===== src/hw/icache_pkg.sv =====
// icache package with geometry localparams, address field helpers, vector typedefs, packed structs
package icache_pkg;

    ////////////////////////////////////////////////////////////////////////////
    // geometry
    ////////////////////////////////////////////////////////////////////////////

    localparam int fetch_width   = 2;
    localparam int prefetch_dist = 6;
    localparam int num_banks     = 2;
    localparam int num_sets      = 8;
    localparam int mshr_depth    = 4;

    // byte address layout
    localparam int word_bit   = 2;
    localparam int bank_bit   = 3;
    localparam int set_lsb    = 4;
    localparam int tag_lsb    = 7;
    localparam int word_bytes = 4;

    ////////////////////////////////////////////////////////////////////////////
    // vector types
    ////////////////////////////////////////////////////////////////////////////

    typedef logic [31:0]            addr_t;
    typedef logic [31:0]            word_t;
    // word 0 sits in the low half
    typedef logic [63:0]            block_t;
    // tag 0 means no transaction
    typedef logic [3:0]             mem_tag_t;
    typedef logic [tag_lsb-set_lsb-1:0] set_idx_t;
    typedef logic [31-tag_lsb:0]    line_tag_t;
    typedef logic [1:0]             mshr_idx_t;
    // free entry count, 0 up to mshr_depth
    typedef logic [2:0]             mshr_cnt_t;

    ////////////////////////////////////////////////////////////////////////////
    // bundles
    ////////////////////////////////////////////////////////////////////////////

    typedef struct packed {
        logic  valid;
        logic  prior;
        addr_t addr;
    } mem_req_t;

    typedef struct packed {
        mem_tag_t tag;
        block_t   data;
    } mem_resp_t;

    typedef struct packed {
        addr_t    addr;
        mem_tag_t tag;
    } mshr_entry_t;

    typedef struct packed {
        logic      valid;
        line_tag_t tag;
    } line_meta_t;

    // address field extraction
    function automatic addr_t block_addr(addr_t addr);
        return {addr[31:bank_bit], {bank_bit{1'b0}}};
    endfunction

    function automatic logic addr_bank(addr_t addr);
        return addr[bank_bit];
    endfunction

    function automatic logic addr_word(addr_t addr);
        return addr[word_bit];
    endfunction

    function automatic set_idx_t addr_set(addr_t addr);
        return addr[tag_lsb-1:set_lsb];
    endfunction

    function automatic line_tag_t addr_tag(addr_t addr);
        return addr[31:tag_lsb];
    endfunction

endpackage

===== src/hw/icache_top.sv =====
// icache top level wiring lookup, miss queue and fill
module icache_top (
    input  logic                 clock,
    input  logic                 reset,
    input  icache_pkg::addr_t    [icache_pkg::fetch_width-1:0] fetch_addr,
    input  logic                 mem_accepted,
    input  icache_pkg::mem_tag_t mem_tag,
    input  icache_pkg::mem_resp_t mem_resp,
    input  logic                 restore,
    output icache_pkg::word_t    [icache_pkg::fetch_width-1:0] fetch_data,
    output logic                 [icache_pkg::fetch_width-1:0] fetch_miss,
    output icache_pkg::mem_req_t mem_req
);

    // lookup to fill and queue
    icache_pkg::line_meta_t [icache_pkg::num_banks-1:0][icache_pkg::num_sets-1:0] line_meta;
    icache_pkg::block_t     [icache_pkg::num_banks-1:0]     read_block;
    icache_pkg::set_idx_t   [icache_pkg::num_banks-1:0]     read_set;
    icache_pkg::addr_t      [icache_pkg::prefetch_dist-1:0] window_addr;
    logic                   [icache_pkg::prefetch_dist-1:0] cache_miss_window;

    // queue and fill handshake
    icache_pkg::mshr_entry_t head_entry;
    logic                    queue_empty;
    logic                    fill_done;

    icache_lookup i_lookup (
        .fetch_addr        (fetch_addr),
        .line_meta         (line_meta),
        .read_block        (read_block),
        .window_addr       (window_addr),
        .cache_miss_window (cache_miss_window),
        .read_set          (read_set),
        .fetch_data        (fetch_data),
        .fetch_miss        (fetch_miss)
    );

    icache_miss_queue i_miss_queue (
        .clock             (clock),
        .reset             (reset),
        .window_addr       (window_addr),
        .cache_miss_window (cache_miss_window),
        .mem_accepted      (mem_accepted),
        .mem_tag           (mem_tag),
        .restore           (restore),
        .fill_done         (fill_done),
        .mem_req           (mem_req),
        .head_entry        (head_entry),
        .queue_empty       (queue_empty)
    );

    icache_fill i_fill (
        .clock       (clock),
        .reset       (reset),
        .mem_resp    (mem_resp),
        .head_entry  (head_entry),
        .queue_empty (queue_empty),
        .read_set    (read_set),
        .line_meta   (line_meta),
        .read_block  (read_block),
        .fill_done   (fill_done)
    );

endmodule


===== src/hw/icache_fill.sv =====
// icache fill: per-bank data and metadata arrays, response match against the oldest MSHR
module icache_fill (
    input  logic                    clock,
    input  logic                    reset,
    input  icache_pkg::mem_resp_t   mem_resp,
    input  icache_pkg::mshr_entry_t head_entry,
    input  logic                    queue_empty,
    input  icache_pkg::set_idx_t    [icache_pkg::num_banks-1:0] read_set,
    output icache_pkg::line_meta_t
                                    [icache_pkg::num_banks-1:0]
                                    [icache_pkg::num_sets-1:0]  line_meta,
    output icache_pkg::block_t      [icache_pkg::num_banks-1:0] read_block,
    output logic                    fill_done
);

    // block storage, one array per bank
    icache_pkg::block_t data_mem [icache_pkg::num_banks][icache_pkg::num_sets];

    logic                 fill_bank;
    icache_pkg::set_idx_t fill_set;

    ////////////////////////////////////////////////////////////////////////////
    // response match
    ////////////////////////////////////////////////////////////////////////////

    // in-order drain, only the head tag counts
    // stale tags of abandoned misses never match
    assign fill_done = !queue_empty
                    && (mem_resp.tag != '0)
                    && (mem_resp.tag == head_entry.tag);

    assign fill_bank = icache_pkg::addr_bank(head_entry.addr);
    assign fill_set  = icache_pkg::addr_set(head_entry.addr);

    ////////////////////////////////////////////////////////////////////////////
    // arrays
    ////////////////////////////////////////////////////////////////////////////

    // metadata, all lines invalid out of reset
    always_ff @(posedge clock) begin
        if (reset) begin
            line_meta <= '0;
        end else if (fill_done) begin
            line_meta[fill_bank][fill_set] <= '{
                valid: 1'b1,
                tag:   icache_pkg::addr_tag(head_entry.addr)
            };
        end
    end

    // data written on the response edge
    always_ff @(posedge clock) begin
        if (fill_done) begin
            data_mem[fill_bank][fill_set] <= mem_resp.data;
        end
    end

    // async read like a register file
    always_comb begin
        for (int b = 0; b < icache_pkg::num_banks; b++) begin
            read_block[b] = data_mem[b][read_set[b]];
        end
    end

endmodule


===== src/hw/icache_miss_queue.sv =====
// icache miss queue: MSHR ring, in-flight search, lowest miss pick, memory request issue
module icache_miss_queue (
    input  logic                    clock,
    input  logic                    reset,
    input  icache_pkg::addr_t       [icache_pkg::prefetch_dist-1:0] window_addr,
    input  logic                    [icache_pkg::prefetch_dist-1:0] cache_miss_window,
    input  logic                    mem_accepted,
    input  icache_pkg::mem_tag_t    mem_tag,
    input  logic                    restore,
    input  logic                    fill_done,
    output icache_pkg::mem_req_t    mem_req,
    output icache_pkg::mshr_entry_t head_entry,
    output logic                    queue_empty
);

    // MSHR payload, valid range is set by head and free count
    icache_pkg::mshr_entry_t [icache_pkg::mshr_depth-1:0] mshr_q;
    // head is the oldest, tail the next to allocate
    icache_pkg::mshr_idx_t head_q;
    icache_pkg::mshr_idx_t tail_q;
    icache_pkg::mshr_cnt_t free_q;

    logic [icache_pkg::prefetch_dist-1:0] in_flight;
    logic [icache_pkg::prefetch_dist-1:0] want;
    logic [$clog2(icache_pkg::prefetch_dist)-1:0] pick_slot;
    logic pick_valid;
    logic issue;

    ////////////////////////////////////////////////////////////////////////////
    // in-flight search
    ////////////////////////////////////////////////////////////////////////////

    // compare every window block against the occupied entries only
    always_comb begin
        icache_pkg::mshr_idx_t slot;
        in_flight = '0;
        for (int i = 0; i < icache_pkg::prefetch_dist; i++) begin
            for (int j = 0; j < icache_pkg::mshr_depth; j++) begin
                slot = head_q + icache_pkg::mshr_idx_t'(j);
                if ((j < icache_pkg::mshr_depth - int'(free_q))
                        && (mshr_q[slot].addr == icache_pkg::block_addr(window_addr[i]))) begin
                    in_flight[i] = 1'b1;
                end
            end
        end
    end

    // missing in cache and not yet requested
    assign want = cache_miss_window & ~in_flight;

    // lowest slot first, so fetch slots beat prefetch
    always_comb begin
        pick_valid = 1'b0;
        pick_slot  = '0;
        for (int i = icache_pkg::prefetch_dist - 1; i >= 0; i--) begin
            if (want[i]) begin
                pick_valid = 1'b1;
                pick_slot  = ($clog2(icache_pkg::prefetch_dist))'(i);
            end
        end
    end

    ////////////////////////////////////////////////////////////////////////////
    // request issue
    ////////////////////////////////////////////////////////////////////////////

    // re-derived every cycle, held back in reset and while no entry is free
    always_comb begin
        mem_req.valid = !reset && pick_valid && (free_q != '0);
        mem_req.prior = pick_slot < icache_pkg::fetch_width;
        mem_req.addr  = icache_pkg::block_addr(window_addr[pick_slot]);
    end

    assign issue = mem_req.valid && mem_accepted;

    // ring pointers
    always_ff @(posedge clock) begin
        if (reset) begin
            head_q <= '0;
            tail_q <= '0;
            free_q <= icache_pkg::mshr_cnt_t'(icache_pkg::mshr_depth);
        end else begin
            tail_q <= tail_q + icache_pkg::mshr_idx_t'(issue);
            if (restore) begin
                // drop everything older than this cycle's accept
                head_q <= tail_q;
                free_q <= icache_pkg::mshr_cnt_t'(icache_pkg::mshr_depth)
                        - icache_pkg::mshr_cnt_t'(issue);
            end else begin
                head_q <= head_q + icache_pkg::mshr_idx_t'(fill_done);
                free_q <= free_q - icache_pkg::mshr_cnt_t'(issue)
                        + icache_pkg::mshr_cnt_t'(fill_done);
            end
        end
    end

    // record address and tag at the tail on accept
    always_ff @(posedge clock) begin
        if (issue) begin
            mshr_q[tail_q].addr <= mem_req.addr;
            mshr_q[tail_q].tag  <= mem_tag;
        end
    end

    assign head_entry  = mshr_q[head_q];
    assign queue_empty = (free_q == icache_pkg::mshr_cnt_t'(icache_pkg::mshr_depth));

endmodule


===== src/hw/icache_lookup.sv =====
// icache lookup: prefetch window, tag compare, bank set select, fetch word select
module icache_lookup (
    input  icache_pkg::addr_t    [icache_pkg::fetch_width-1:0]   fetch_addr,
    input  icache_pkg::line_meta_t
                                 [icache_pkg::num_banks-1:0]
                                 [icache_pkg::num_sets-1:0]      line_meta,
    input  icache_pkg::block_t   [icache_pkg::num_banks-1:0]     read_block,
    output icache_pkg::addr_t    [icache_pkg::prefetch_dist-1:0] window_addr,
    output logic                 [icache_pkg::prefetch_dist-1:0] cache_miss_window,
    output icache_pkg::set_idx_t [icache_pkg::num_banks-1:0]     read_set,
    output icache_pkg::word_t    [icache_pkg::fetch_width-1:0]   fetch_data,
    output logic                 [icache_pkg::fetch_width-1:0]   fetch_miss
);

    // valid line in the address's bank and set with a matching tag
    function automatic logic tag_hit(icache_pkg::addr_t addr);
        icache_pkg::line_meta_t meta;
        meta = line_meta[icache_pkg::addr_bank(addr)][icache_pkg::addr_set(addr)];
        return meta.valid && (meta.tag == icache_pkg::addr_tag(addr));
    endfunction

    ////////////////////////////////////////////////////////////////////////////
    // prefetch window
    ////////////////////////////////////////////////////////////////////////////

    // consecutive words from the first fetch slot
    always_comb begin
        for (int i = 0; i < icache_pkg::prefetch_dist; i++) begin
            window_addr[i] = fetch_addr[0]
                           + icache_pkg::addr_t'(i * icache_pkg::word_bytes);
        end
    end

    // miss flag per window slot, the miss queue masks in-flight blocks
    always_comb begin
        for (int i = 0; i < icache_pkg::prefetch_dist; i++) begin
            cache_miss_window[i] = !tag_hit(window_addr[i]);
        end
    end

    ////////////////////////////////////////////////////////////////////////////
    // fetch slots
    ////////////////////////////////////////////////////////////////////////////

    // one array read per bank
    // walk from the top so slot 0 wins a bank conflict
    always_comb begin
        read_set = '0;
        for (int i = icache_pkg::fetch_width - 1; i >= 0; i--) begin
            read_set[icache_pkg::addr_bank(fetch_addr[i])] = icache_pkg::addr_set(fetch_addr[i]);
        end
    end

    // hit needs the tag match and the bank reading this slot's set
    always_comb begin
        logic bank;
        logic word_sel;
        logic hit;
        for (int i = 0; i < icache_pkg::fetch_width; i++) begin
            bank     = icache_pkg::addr_bank(fetch_addr[i]);
            word_sel = icache_pkg::addr_word(fetch_addr[i]);
            hit      = tag_hit(fetch_addr[i])
                    && (read_set[bank] == icache_pkg::addr_set(fetch_addr[i]));
            fetch_miss[i] = !hit;
            // zero data on a miss
            if (hit) begin
                fetch_data[i] = read_block[bank][word_sel * $bits(icache_pkg::word_t)
                                                 +: $bits(icache_pkg::word_t)];
            end else begin
                fetch_data[i] = '0;
            end
        end
    end

endmodule


===== config.mk =====
export PLATFORM = sky130hd
export DESIGN_NAME = icache_top
export DESIGN_NICKNAME = d
export VERILOG_FILES = /design/src/hw/icache_pkg.sv /design/src/hw/icache_top.sv /design/src/hw/icache_fill.sv /design/src/hw/icache_miss_queue.sv /design/src/hw/icache_lookup.sv
export SDC_FILE = /design/constraint.sdc
export NUM_CORES = 2
export LEC_CHECK = 0
export BUFFER_PORTS_ARGS = -buffer_cell sky130_fd_sc_hd__buf_2
export CAP_MARGIN = 20
export CORE_ASPECT_RATIO = 1.75
export CORE_MARGIN = 2
export CORE_UTILIZATION = 50
export DETAILED_ROUTE_END_ITERATION = 6
export PLACE_DENSITY = 0.69
export SLEW_MARGIN = 30
export SYNTH_ARGS = -nofsm -noshare
export SYNTH_HDL_FRONTEND = slang
export SYNTH_HIERARCHICAL = 1
export SYNTH_SLANG_ARGS = --single-unit

===== constraint.sdc =====
create_clock -name clock -period 8.2 [get_ports clock]
set_clock_uncertainty 0.05 [all_clocks]
set_input_delay 0.82 -clock clock [delete_from_list [all_inputs] [get_ports clock]]
set_output_delay 0.82 -clock clock [all_outputs]
set_load 0.03 [all_outputs]

==> results of run 1 <==
==> stage by stage <==
step | setup TNS, ns | cells | area (um^2)
global placement | -16.64 | 11910 | 119700
detailed placement | -15.21 | 11910 | 119800
CTS | 0 | 12180 | 124600
floorplan | 0 | 8298 | 105500
==> repair_timing <==
item                       CTS
setup endpoints to repair   30
resized for setup           15
cloned                       0
pin swaps                    0
==> metal layers <==
metal  global-route usage, %  GRT overflow
met5                   34.49             5
met4                   79.29           952
met3                   64.49            51
met2                   94.01          1518
met1                   76.36            13
==> impl_results.md, run 1 <==
- Placement Setup Slack: -0.5884 ns
- Initial cell density of the core: 50.18%
- Depth of the CTS H-tree: 4
- Bufs on Longest Clock Path: 4
- Hold-fix buffers, CTS: 0
- TritonCTS Sinks: 1,579
- Die boundary height: 611.5 um
- First logged error message: [ERROR GRT-0116] Global routing finished with congestion. Check the congestion regions in the DRC Viewer.
- Overall track demand over capacity in global routing: 78.12%
- Failing step: global routing (5_1_grt)
- Setup repair bufs after CTS: 0
- Total number of yosys warnings: 6
- Root cell of the clock tree: clkbuf_16
- Number of instances in the synthesized netlist: 8,296
- Vias in the first global route: 115,600
- Number of buffers inserted during clock tree synthesis: 152
- Die outline width: 351.1 um
- Run status: stopped before the end
- Routability congestion estimate: 1.277
- Std cell rows: 223
- Total overflow reported by the global router: 2,539
- Post-synth design cell area: 0.1054 mm^2
- Avg Cell Area, Syn: 12.71 um^2
- DP HPWL: 481.5 mm
- Maximum number of pins on one net before global-route repair: 173
- # IOs: 240
- Number of buffers added on ports: 232
- Global-route wire length before repair: 1184 mm
==> inputs of run 2 (changes only) <==
CORE_ASPECT_RATIO = unset   (was 1.75)
CORE_UTILIZATION = 35   (was 50)
PLACE_DENSITY = unset   (was 0.69)
PLACE_DENSITY_LB_ADDON = 0.15   (was unset)
clock period = 10.7 ns   (was 8.2 ns; I/O delays follow)
==> run 2 against run 1 <==
Against the previous run:
- the run now ends clean
- area after synthesis is the same
- synthesized cell count did not move
==> impl_results.md, run 2 <==
- Run status: finished clean (was stopped before the end)
- Routability congestion estimate: 1.085 (was 1.277)
- Reg-to-reg startpoint: i_miss_queue/head_q[1]$_SDFF_PP0_
- F_max: 97.08 MHz
- Initial antenna violation count: 67
- Final-stage net count: 8,535
- Bufs on Longest Clock Path: 4 (unchanged)
- Antenna violation net count after detailed routing: 0
- Register-to-register setup slack: 2.90 ns
- Die outline area: 0.3056 mm^2
- Endpoint class of the critical path: output pin
- Die boundary height: 552.8 um (was 611.5 um)
- Max cap viols: 0
- Worst EP required: 9.58 ns
- Commonest cells after routing, fill and taps aside: edfxtp_1 (1,156), mux4_2 (994), mux2i_1 (821), xnor2_1 (639), nand2_1 (580)
- Tightest Pin Transition: 1.156 ns
- Number of buffers added on ports: 232 (unchanged)
- Clock period minus worst slack: 10.30 ns
- Critical path arrival: 9.18 ns
- Number of cells on the worst hold path: 2
- Overall track demand over capacity in global routing: 35.11%
- Final setup violating endpoints: 0
- PnR worst setup slack: 0.3994 ns
- Leakage power: 40.70 nW
- Depth of the CTS H-tree: 4 (unchanged)
- Hold-fix buffers, CTS: 0 (unchanged)
- Post-route cell area: 0.1190 mm^2
- Fraction of layout instances using a drive strength above 1: 28.22%
- Layout overhead on the synthesized area: 12.83%
- DRT iter0 DRCs: 10,910
- Largest fanout on the critical path: 50
- Clock-pin slew on the worst setup and hold paths: 0.06 ns
- Vias in the first global route: 77,750
- Worst path max stage delay: 0.87 ns
- # IOs: 240 (unchanged)
- Category of the most critical setup path: primary input to output pin
- Max-slew violation count: 0
- Post-route clock period utilization: 96.27%
- Sort of element at the start of the critical path: primary input
- Number of buffers inserted during clock tree synthesis: 185 (was 152)
- Setup repair bufs after CTS: 0 (unchanged)
- Crit. Startpoint: fetch_addr[3]
- Root cell of the clock tree: clkbuf_16 (unchanged)
- Biggest regs: i_fill/data_mem: 1024 flops, i_fill/line_meta: 416 flops, i_miss_queue/mshr_q: 132 flops
- Internal portion of total power: 11.50 mW
- Switching fraction of total power: 29.83%
- Remaining max-slew budget at the tightest pin: 20.72%
- Clock latency at the later pin of the worst-skew pair: 0.87 ns
- Std cell rows: 201 (was 223)
- Total number of yosys warnings: 6 (unchanged)
- Logic pwr share: 19.7%
- DP HPWL: 388.4 mm (was 481.5 mm)
- Cell at the slowest stage of the critical path: or4_1
- Cell repeated most along the worst path: buf_4
- Placed instance area: 0.1126 mm^2 (was 0.1198 mm^2)
- Worst Hold End: i_miss_queue/mshr_q[3]$_DFFE_PP_
- CTS tree: built
- Post-synth design cell area: 0.1054 mm^2 (unchanged)
- RSZ-0062 raised after global routing: no
- Worst IR drop on VDD: 155.8 uV
- Total number of vias: 81,280
- DRC errors left: 0
- TritonCTS Sinks: 1,579 (unchanged)
- Initial cell density of the core: 35.17% (was 50.18%)
- Net Sw Power: 4.890 mW
- Share of total power in the clock network: 40.0%
- Most frequent standard cell in the layout excluding fill and tap cells: edfxtp_1
- Number of cell instances on the worst register-to-register path: 19
- Die outline width: 552.8 um (was 351.1 um)
- Power Density: 137.8 mW/mm^2
- Hold/Removal Path Class: primary input to flip-flop
- Critical register-to-register path endpoint: i_miss_queue/free_q[2]$_SDFF_PP1_
- Number of instances in the synthesized netlist: 8,296 (unchanged)
- Area inside the core boundary: 0.2998 mm^2
- Sum of routed wire length over all layers: 550.6 mm
- Routed length per placed instance: 44.02 um
- Detailed-route vias per instance: 6.498
- Number of iterations in the first detailed-routing pass: 6
- Summed negative setup slack over all endpoints: 0 ns
- Post-cts resize count: 0 (was 15)
- Maximum number of pins on one net before global-route repair: 181
- Register with the highest flop count: i_fill/data_mem
- Sequential share of power: 40.4%
- Global-route wire length before repair: 731.2 mm
- Avg Cell Area, Syn: 12.71 um^2 (unchanged)
- Hold Vio Cnt, Final: 0
- Placement Setup Slack: 0.6778 ns (was -0.5884 ns)
- Hold_sp: mem_tag[3]
- Cell-by-cell trace of the critical path: buf_8 > ha_1 > a21boi_0 > nor2_4 > buf_4 > inv_2 > buf_4 > mux4_2 > o21ai_0 > o21ai_0 > buf_4 > xnor2_1 > o211ai_1 > or4_1 > o41ai_2 > nor3b_1 > buf_4 > or4_1 > or2_2 > buf_12 > buf_4 > o2bb2ai_1 > buf_2
- Total overflow reported by the global router: 0
- Flip-flop count of the largest register, all copies and words added: 1,024
run 2: area by class of cell:
type / instances / area, um^2
Fill cell: 28300 / 180800
Clock buffer: 231 / 4947
Antenna cell: 25 / 62.56
Tap cell: 3958 / 4952
Sequential cell: 1579 / 43190
Inverter: 156 / 623.1
Multi-Input combinational cell: 5706 / 58340
Clock inverter: 104 / 1256
Timing Repair Buffer: 749 / 5592
run 2: power by group through the flow:
| stage | Combinational, mW | Sequential, mW | Clock, mW |
|---|---|---|---|
| 2_1_floorplan | 1.74 | 6.73 | 0 |
| 3_3_place_gp | 3.09 | 6.74 | 0 |
| 3_5_place_dp | 3.10 | 6.74 | 0 |
| 4_1_cts | 3.11 | 6.61 | 6.71 |
| 5_1_grt | 3.24 | 6.62 | 6.92 |
| 6_report | 3.22 | 6.62 | 6.55 |
run 2: layer usage:
metal / routed length [um] / part of all wire (%) / vias up / track usage, %
li1: - / - / 32130 / -
met5: 293 / 0.053 / - / 0.06251
met4: 39060 / 7.1 / 42 / 20.41
met1: 222700 / 40 / 42840 / 46.75
met2: 233800 / 42 / 5016 / 51.31
met3: 54760 / 9.9 / 1255 / 9.361
run 2: worst max path at each step:
stage	to	slack (ns)
after floorplan	mem_req[9]	1.89
after global placement	mem_req[21]	0.80
after detailed placement	mem_req[21]	0.68
after CTS	mem_req[21]	0.67
after global routing	mem_req[21]	0.43
final	mem_req[29]	0.40
run 2: critical path: cells and delay by family:
kind,cells,cell delay [ns]
AO/OA/AOI/OAI,6,2.49
XOR/XNOR,1,0.14
adder cells (fa/ha/maj),1,0.47
buffers and inverters,9,2.56
multiplexers,1,0.35
AND/OR/NAND/NOR,5,1.93
run 2: metrics by stage:
stage	power, mW	hold slack, ns	instances	util [%]
3_5_place_dp	9.849	0.4800	12150	37.56
6_report	16.39	0.4749	12510	39.68
4_1_cts	16.43	0.4039	12480	39.63
2_1_floorplan	8.470	0.4200	8298	-
5_1_grt	16.78	0.4438	12490	39.67
3_3_place_gp	9.832	0.4747	12140	37.49
(Power assumes the default switching activity.)
